[config.mk]
export PLATFORM = sky130hd
export DESIGN_NAME = regfile_subsys
export DESIGN_NICKNAME = d
export VERILOG_FILES = /design/src/hw/rf_pkg.sv /design/src/hw/issue_stage.sv /design/src/hw/reg_inuse.sv /design/src/hw/register_file.sv /design/src/hw/writeback_buffer.sv /design/src/hw/regfile_subsys.sv
export SDC_FILE = /design/constraint.sdc
export NUM_CORES = 2
export LEC_CHECK = 0
export BUFFER_PORTS_ARGS = -buffer_cell sky130_fd_sc_hd__buf_2
export CAP_MARGIN = 0
export CORE_ASPECT_RATIO = 0.9
export CORE_MARGIN = 2
export CORE_UTILIZATION = 38
export CTS_CLUSTER_DIAMETER = 40
export DETAILED_ROUTE_END_ITERATION = 10
export GPL_ROUTABILITY_DRIVEN = 0
export GPL_TIMING_DRIVEN = 0
export HOLD_SLACK_MARGIN = 0.15
export SLEW_MARGIN = 20
export SYNTH_ARGS = -nofsm -noshare
export SYNTH_HDL_FRONTEND = slang
export SYNTH_SLANG_ARGS = --single-unit
[constraint.sdc]
create_clock -name clk -period 12.9 [get_ports clk]
set_input_delay 1.29 -clock clk [delete_from_list [all_inputs] [get_ports clk]]
set_output_delay 1.29 -clock clk [all_outputs]
set_load 0.01 [all_outputs]
[src/hw/rf_pkg.sv]
package rf_pkg;

    ////////////////////////////////////////////////////////////
    // Widths
    ////////////////////////////////////////////////////////////

    // Register data width
    localparam int XLEN = 32;

    // Instruction id width, enough for 8 ids in flight
    localparam int ID_WIDTH = 3;

    // Register number, x0 to x31
    localparam int REG_ADDR_WIDTH = 5;

    ////////////////////////////////////////////////////////////
    // Types
    ////////////////////////////////////////////////////////////

    typedef logic [REG_ADDR_WIDTH-1:0] reg_addr_t;

    typedef logic [ID_WIDTH-1:0] instr_id_t;

    // Issue FSM states
    // IDLE means no request is held, WAIT means the held request is stalled
    typedef enum logic {
        ISSUE_IDLE = 1'b0,
        ISSUE_WAIT = 1'b1
    } issue_state_t;

endpackage

[src/hw/issue_stage.sv]
`timescale 1ns/1ps

module issue_stage
    import rf_pkg::*;
#(
    parameter int NUM_IDS = 8
) (
    input  logic      clk,
    input  logic      reset,

    // Request from the requester, held until issued
    input  logic      req_valid,
    input  logic      req_uses_rs1,
    input  logic      req_uses_rs2,
    input  reg_addr_t req_rs1,
    input  reg_addr_t req_rs2,
    input  reg_addr_t req_rd,

    // Operand conflicts from the register file
    input  logic      rs1_conflict,
    input  logic      rs2_conflict,

    // Request fields toward the register file
    output reg_addr_t rs1_addr,
    output reg_addr_t rs2_addr,
    output reg_addr_t rd_addr,
    output logic      uses_rs1,
    output logic      uses_rs2,
    output logic      issue_pulse,
    output instr_id_t issue_id
);

    issue_state_t state;
    issue_state_t next_state;
    instr_id_t    next_id;

    // Request fields go straight through
    assign rs1_addr = req_rs1;
    assign rs2_addr = req_rs2;
    assign rd_addr  = req_rd;
    assign uses_rs1 = req_uses_rs1;
    assign uses_rs2 = req_uses_rs2;

    // Issue in the cycle both operands are free
    assign issue_pulse = req_valid & ~rs1_conflict & ~rs2_conflict;
    assign issue_id    = next_id;

    ////////////////////////////////////////////////////////////
    // Stall FSM
    ////////////////////////////////////////////////////////////

    always_comb begin
        next_state = state;
        case (state)
            ISSUE_IDLE: begin
                // Blocked request starts waiting
                if (req_valid && !issue_pulse)
                    next_state = ISSUE_WAIT;
            end
            ISSUE_WAIT: begin
                // Leave once it goes out, or the requester drops it
                if (issue_pulse || !req_valid)
                    next_state = ISSUE_IDLE;
            end
            default: next_state = ISSUE_IDLE;
        endcase
    end

    always_ff @(posedge clk) begin
        if (reset)
            state <= ISSUE_IDLE;
        else
            state <= next_state;
    end

    // Ids handed out in order, wrapping at NUM_IDS
    always_ff @(posedge clk) begin
        if (reset)
            next_id <= '0;
        else if (issue_pulse)
            next_id <= (next_id == instr_id_t'(NUM_IDS - 1)) ? '0 : next_id + 1'b1;
    end

endmodule

[src/hw/reg_inuse.sv]
`timescale 1ns/1ps

module reg_inuse
    import rf_pkg::*;
(
    input  logic      clk,
    input  logic      reset,

    // Destination of the instruction being issued
    input  reg_addr_t issued_rd_addr,
    input  logic      issued,

    // Destination of a matching retire
    input  reg_addr_t retired_rd_addr,
    input  logic      retired,

    // Source lookups
    input  reg_addr_t rs1_addr,
    input  reg_addr_t rs2_addr,
    output logic      rs1_inuse,
    output logic      rs2_inuse
);

    // One bit per register, bit 0 stays clear
    logic [31:0] inuse;

    ////////////////////////////////////////////////////////////
    // Scoreboard update
    ////////////////////////////////////////////////////////////

    always_ff @(posedge clk) begin
        if (reset) begin
            inuse <= '0;
        end else begin
            // Retire clears the bit
            if (retired && retired_rd_addr != '0)
                inuse[retired_rd_addr] <= 1'b0;
            // Issue comes last so it wins on the same register
            if (issued && issued_rd_addr != '0)
                inuse[issued_rd_addr] <= 1'b1;
        end
    end

    // x0 reads as never in use
    assign rs1_inuse = inuse[rs1_addr];
    assign rs2_inuse = inuse[rs2_addr];

endmodule

[src/hw/register_file.sv]
`timescale 1ns/1ps

module register_file
    import rf_pkg::*;
(
    input  logic            clk,
    input  logic            reset,

    // Issue side
    input  logic            issue_pulse,
    input  logic            uses_rs1,
    input  logic            uses_rs2,
    input  reg_addr_t       rs1_addr,
    input  reg_addr_t       rs2_addr,
    input  reg_addr_t       rd_addr,
    input  instr_id_t       issue_id,

    // Retire from the writeback buffer, rd is never x0 here
    input  logic            retiring,
    input  reg_addr_t       ret_rd,
    input  instr_id_t       ret_id,
    input  logic [XLEN-1:0] ret_data,

    // Forwarding lookup results
    input  logic            rs1_valid,
    input  logic            rs2_valid,
    input  logic [XLEN-1:0] rs1_fwd_data,
    input  logic [XLEN-1:0] rs2_fwd_data,

    // Operands back to issue
    output logic [XLEN-1:0] rs1_data,
    output logic [XLEN-1:0] rs2_data,
    output logic            rs1_conflict,
    output logic            rs2_conflict,

    // Last writers of the sources, for the forwarding lookup
    output instr_id_t       rs1_id,
    output instr_id_t       rs2_id
);

    logic [XLEN-1:0] regs [32];

    // Id of the newest issued writer of each register
    instr_id_t last_writer [32];

    logic rs1_inuse;
    logic rs2_inuse;
    logic retire_match;

    ////////////////////////////////////////////////////////////
    // Retire
    ////////////////////////////////////////////////////////////

    // Only the newest writer may update the register
    assign retire_match = retiring && (ret_id == last_writer[ret_rd]);

    always_ff @(posedge clk) begin
        if (reset) begin
            for (int i = 0; i < 32; i++)
                regs[i] <= '0;
        end else if (retire_match) begin
            regs[ret_rd] <= ret_data;
        end
    end

    // Table entry follows every issue
    always_ff @(posedge clk) begin
        if (issue_pulse)
            last_writer[rd_addr] <= issue_id;
    end

    reg_inuse inuse (
        .clk             (clk),
        .reset           (reset),
        .issued_rd_addr  (rd_addr),
        .issued          (issue_pulse),
        .retired_rd_addr (ret_rd),
        .retired         (retire_match),
        .rs1_addr        (rs1_addr),
        .rs2_addr        (rs2_addr),
        .rs1_inuse       (rs1_inuse),
        .rs2_inuse       (rs2_inuse)
    );

    ////////////////////////////////////////////////////////////
    // Operand select
    ////////////////////////////////////////////////////////////

    assign rs1_id = last_writer[rs1_addr];
    assign rs2_id = last_writer[rs2_addr];

    // Pending register takes the forwarded result
    assign rs1_data = rs1_inuse ? rs1_fwd_data : regs[rs1_addr];
    assign rs2_data = rs2_inuse ? rs2_fwd_data : regs[rs2_addr];

    // Stall while the writer has not completed
    assign rs1_conflict = uses_rs1 & rs1_inuse & ~rs1_valid;
    assign rs2_conflict = uses_rs2 & rs2_inuse & ~rs2_valid;

endmodule

[src/hw/writeback_buffer.sv]
`timescale 1ns/1ps

module writeback_buffer
    import rf_pkg::*;
#(
    parameter int NUM_IDS = 8
) (
    input  logic            clk,
    input  logic            reset,

    // Completion from the functional units
    input  logic            cmp_valid,
    input  instr_id_t       cmp_id,
    input  reg_addr_t       cmp_rd,
    input  logic [XLEN-1:0] cmp_data,

    // Issue frees the id's old entry
    input  logic            issue_pulse,
    input  instr_id_t       issue_id,

    // Forwarding lookup by last-writer id
    input  instr_id_t       rs1_id,
    input  instr_id_t       rs2_id,
    output logic            rs1_valid,
    output logic            rs2_valid,
    output logic [XLEN-1:0] rs1_fwd_data,
    output logic [XLEN-1:0] rs2_fwd_data,

    // Retire toward the register file
    output logic            retiring,
    output instr_id_t       ret_id,
    output reg_addr_t       ret_rd,
    output logic [XLEN-1:0] ret_data
);

    // Result store indexed by id
    logic [XLEN-1:0]    results [NUM_IDS];
    logic [NUM_IDS-1:0] result_valid;

    ////////////////////////////////////////////////////////////
    // Result store
    ////////////////////////////////////////////////////////////

    always_ff @(posedge clk) begin
        if (cmp_valid)
            results[cmp_id] <= cmp_data;
    end

    always_ff @(posedge clk) begin
        if (reset) begin
            result_valid <= '0;
        end else begin
            // Reissued id starts out without a result
            if (issue_pulse)
                result_valid[issue_id] <= 1'b0;
            if (cmp_valid)
                result_valid[cmp_id] <= 1'b1;
        end
    end

    // Forwarding, visible the cycle after completion
    assign rs1_valid    = result_valid[rs1_id];
    assign rs2_valid    = result_valid[rs2_id];
    assign rs1_fwd_data = results[rs1_id];
    assign rs2_fwd_data = results[rs2_id];

    ////////////////////////////////////////////////////////////
    // Retire stage
    ////////////////////////////////////////////////////////////

    // x0 results are dropped here
    always_ff @(posedge clk) begin
        if (reset)
            retiring <= 1'b0;
        else
            retiring <= cmp_valid && (cmp_rd != '0);
    end

    // Payload, qualified by retiring
    always_ff @(posedge clk) begin
        ret_id   <= cmp_id;
        ret_rd   <= cmp_rd;
        ret_data <= cmp_data;
    end

endmodule

[src/hw/regfile_subsys.sv]
`timescale 1ns/1ps

module regfile_subsys
    import rf_pkg::*;
#(
    parameter int NUM_IDS = 8
) (
    input  logic            clk,
    input  logic            reset,

    // Instruction request
    input  logic            req_valid,
    input  logic            req_uses_rs1,
    input  logic            req_uses_rs2,
    input  reg_addr_t       req_rs1,
    input  reg_addr_t       req_rs2,
    input  reg_addr_t       req_rd,

    // Completion
    input  logic            cmp_valid,
    input  instr_id_t       cmp_id,
    input  reg_addr_t       cmp_rd,
    input  logic [XLEN-1:0] cmp_data,

    // Issue result with operands
    output logic            issued,
    output instr_id_t       issued_id,
    output logic [XLEN-1:0] op1,
    output logic [XLEN-1:0] op2
);

    // Issue stage to register file
    reg_addr_t rs1_addr;
    reg_addr_t rs2_addr;
    reg_addr_t rd_addr;
    logic      uses_rs1;
    logic      uses_rs2;
    logic      rs1_conflict;
    logic      rs2_conflict;

    // Register file and writeback buffer
    instr_id_t       rs1_id;
    instr_id_t       rs2_id;
    logic            rs1_valid;
    logic            rs2_valid;
    logic [XLEN-1:0] rs1_fwd_data;
    logic [XLEN-1:0] rs2_fwd_data;

    // Retire path
    logic            retiring;
    instr_id_t       ret_id;
    reg_addr_t       ret_rd;
    logic [XLEN-1:0] ret_data;

    ////////////////////////////////////////////////////////////
    // Submodules
    ////////////////////////////////////////////////////////////

    issue_stage #(
        .NUM_IDS (NUM_IDS)
    ) issue (
        .clk          (clk),
        .reset        (reset),
        .req_valid    (req_valid),
        .req_uses_rs1 (req_uses_rs1),
        .req_uses_rs2 (req_uses_rs2),
        .req_rs1      (req_rs1),
        .req_rs2      (req_rs2),
        .req_rd       (req_rd),
        .rs1_conflict (rs1_conflict),
        .rs2_conflict (rs2_conflict),
        .rs1_addr     (rs1_addr),
        .rs2_addr     (rs2_addr),
        .rd_addr      (rd_addr),
        .uses_rs1     (uses_rs1),
        .uses_rs2     (uses_rs2),
        .issue_pulse  (issued),
        .issue_id     (issued_id)
    );

    register_file rf (
        .clk          (clk),
        .reset        (reset),
        .issue_pulse  (issued),
        .uses_rs1     (uses_rs1),
        .uses_rs2     (uses_rs2),
        .rs1_addr     (rs1_addr),
        .rs2_addr     (rs2_addr),
        .rd_addr      (rd_addr),
        .issue_id     (issued_id),
        .retiring     (retiring),
        .ret_rd       (ret_rd),
        .ret_id       (ret_id),
        .ret_data     (ret_data),
        .rs1_valid    (rs1_valid),
        .rs2_valid    (rs2_valid),
        .rs1_fwd_data (rs1_fwd_data),
        .rs2_fwd_data (rs2_fwd_data),
        .rs1_data     (op1),
        .rs2_data     (op2),
        .rs1_conflict (rs1_conflict),
        .rs2_conflict (rs2_conflict),
        .rs1_id       (rs1_id),
        .rs2_id       (rs2_id)
    );

    writeback_buffer #(
        .NUM_IDS (NUM_IDS)
    ) wb (
        .clk          (clk),
        .reset        (reset),
        .cmp_valid    (cmp_valid),
        .cmp_id       (cmp_id),
        .cmp_rd       (cmp_rd),
        .cmp_data     (cmp_data),
        .issue_pulse  (issued),
        .issue_id     (issued_id),
        .rs1_id       (rs1_id),
        .rs2_id       (rs2_id),
        .rs1_valid    (rs1_valid),
        .rs2_valid    (rs2_valid),
        .rs1_fwd_data (rs1_fwd_data),
        .rs2_fwd_data (rs2_fwd_data),
        .retiring     (retiring),
        .ret_id       (ret_id),
        .ret_rd       (ret_rd),
        .ret_data     (ret_data)
    );

endmodule

==> out/metrics.cfg <==
[setup_path]
critical_path_class=primary input to primary output
r2r_cells=13
reg2reg_to=rf.regs[20][28]
cp.arrival_ns=6.87
reg2reg_slack_ns=6.36
r2r-start=wb.ret_rd[0]
critPathRequiredTime_ns=11.61
crit_fanout=10
cp-end-kind=primary output
start_kind=primary input

[worst_hold_path]
hp-start=rf.inuse.inuse[3]
min_path_cells=2
whs_endpoint=rf.inuse.inuse[3]
holdCritPathClass=flip-flop to flip-flop

[yosys]
syn-num-nets=4905
ys_seq_area_frac=0.565
ys_async_sr_fraction=0
synth_cells=4842
synth_top_cell_by_area=edfxtp_1
synth_flop_cell=edfxtp_1
synth.avg_cell_area_um2=15.7
yosys.area.top_type_share=0.542
synth_area_um2=76200
yosys_warnings=0
synth_area_leaders=edfxtp_1 54%, mux4_2 21%, and2_1 8.4%, mux2i_1 5.3%, dfxtp_1 2.2%
ys_types=61
synth_edf_count=1376
ys_ff_latch=1460

[clocking]
clkSlewWorstSetupHoldPaths_ns=0.06
clock-sinks=1460
cts_hold_buffers=0
cts_resized=0
cts_buffers=226
root_buffer=clkbuf_16
cts_tree=yes
h-tree-depth=4
clk_latency_ns=0.88
cts.path.max_buffers=3
postCtsSetupBuffers=0

[route]
drtAntennaViolNets=0
drt-pass1-iter-count=6
routedWlPerCell_um=34.8
drt-total-wl_um=285000
drc=0
vias=50500
viasPerCell=6.17
initialDrtViolationCount=8064

[timing]
holdWs_ns=0.485
fmax_ghz=0.123
finalCritPeriodShare=0.632
rsz0062_at_grt=no
hold_viol_final=0
finalMaxSlewViolations=0
period_minus_slack_ns=8.16
max_slew_margin=0.0516
setup-violations-final=0
totalNegativeSetupSlack_ns=0
finalClockSkew_ns=0.0574
worst_pin_slew_ns=1.42

[final_layout]
n_fill_cell=17100
multi_input_area_um2=31600
fin_nets=5348
final-seq-area_um2=43000
drive_gt1_frac=0.290
areaGrowthSynthToFinish_pct=19.3
final_core_util=0.457

[power_and_ir_drop]
leakage_nw=32.3
p_per_area_nw_per_um2=148
ir_drop_uv=131
totalPowerFinal_mw=13.5

[global_routing]
grt_pass1_wl_um=390000
grt_pass1_vias=49600
track_usage=0.276
antenna_found_initial=42
gr-total-overflow=0
grt_max_degree=43

[floorplan]
die_width_um=476
io_pins=129
start_util=0.383
coreArea_um2=199000
dieArea_um2=204000
num_rows=155
dieHeight_um=429

[place]
port_buffers=121
dpl.hpwl_um=211000

[status]
status=finished, final reports clean

[job]
drv_cap=0

routing by layer:
layer,up-vias,track usage,part of all wire
met5,-,0,0.00046
met4,20,0.120,0.049
met3,616,0.0924,0.13
met2,3535,0.410,0.44
met1,26300,0.368,0.38
li1,20000,-,-
sequential cells by signal, summed over array words and instances, names as in the netlist, 5 cells and up:
signal           cells
rf.regs           1024
wb.results         256
rf.last_writer      96
rf.inuse.inuse      32
wb.ret_data         32
wb.result_valid      8
wb.ret_rd            5
synthesized netlist by cell type (4+ instances only):
cell and instances:
o21ai_0 71, and3b_1 4, or3b_2 4, mux2i_1 400
o211ai_1 30, nor4_1 13, a22oi_1 32, buf_6 9
nor2_1 118, mux2_2 97, and3_1 13, nor4_2 4
nand2b_1 12, and2_1 1027, nor3_1 14, edfxtp_1 1376
nand3_1 18, nand4_1 9, o31ai_1 21, nand2_1 70
nor3b_1 6, mux4_2 698, buf_4 11, a41oi_1 6
o21ai_1 8, clkbuf_1 359, dfxtp_1 84, buf_2 35
a311oi_1 4, inv_1 13, nor2b_1 13, buf_1 69
nand3b_1 5, a21oi_1 73, a211oi_1 71
worst max-delay path: stages:
cell and delay [ns]:
buf_2 0.14, buf_2 0.37, buf_2 0.49, buf_2 0.51, clkbuf_1 0.89, clkbuf_1 0.99
mux4_2 0.43, mux4_2 0.47, mux2_2 0.34, nand2_1 0.09, o21ai_0 0.46, buf_2 0.34
power breakdown:
group / switching, mW / internal [mW]
clock network: 2.51 / 3.90
registers: 0.0987 / 5.33
logic: 1.02 / 0.627
metrics by stage:
stage	cells	instance area [um^2]	setup WS (ns)
6_report	8172	90800	4.74
5_1_grt	8160	90800	4.90
4_1_cts	8155	90700	4.93
3_5_place_dp	7725	82800	4.97
3_3_place_gp	7632	80100	2.40
2_1_floorplan	4842	76200	7.42
cell usage in the layout (no fill, tap or decap), types with 18 or more instances in the layout:
master      synthesis  final
o21ai_4             0     32
nor2_1            118    107
buf_16              0     62
o21ai_0            71     35
a22oi_1            32     32
clkinvlp_4          0     18
bufinv_16           0     28
clkbuf_2            0     38
o31ai_1            21     21
buf_1              69     37
edfxtp_1         1376   1376
clkinv_2            0     34
and2_1           1027   1027
buf_2              35    179
buf_4              11     22
clkbuf_1          359    357
mux4_2            698    698
nand3_1            18     18
mux2_2             97     97
clkbuf_16           0    228
dfxtp_1            84     81
clkinv_1            0     19
a21oi_1            73     73
mux2i_1           400    400
a211oi_1           71     71
nand2_1            70     70
inv_6               0     27
o211ai_1           30     30
how the worst max path moves through the flow:
stage,from,to,slack [ns],depth (start not counted)
after floorplan,req_rs1[0],op1[10],7.42,9
after global placement,wb.ret_rd[0],rf.regs[31][26],2.40,11
after detailed placement,req_rs1[0],op1[21],4.97,11
after CTS,req_rs1[0],op1[21],4.93,11
after global routing,req_rs1[1],op1[22],4.90,12
final,req_rs1[1],op1[21],4.74,12
cell type report:
class                      count  area share
buffer                       485      0.0229
tap                         2669      0.0368
sequential                  1460       0.473
antenna                       16    0.000441
multi-input combinational   2882       0.348
clock buffer                 258      0.0646
clock inverter               172      0.0232
timing repair buffer         215      0.0299
inverter                      15    0.000647
kinds of logic after synthesis:
| group | synth area share |
|---|---|
| compound gates | 0.0284 |
| xor+xnor | 0.000345 |
| fa+ha+maj | 0.000328 |
| buf+inv | 0.0271 |
| flops | 0.565 |
| mux | 0.274 |
| simple gates | 0.105 |
(Power assumes the default switching activity.)
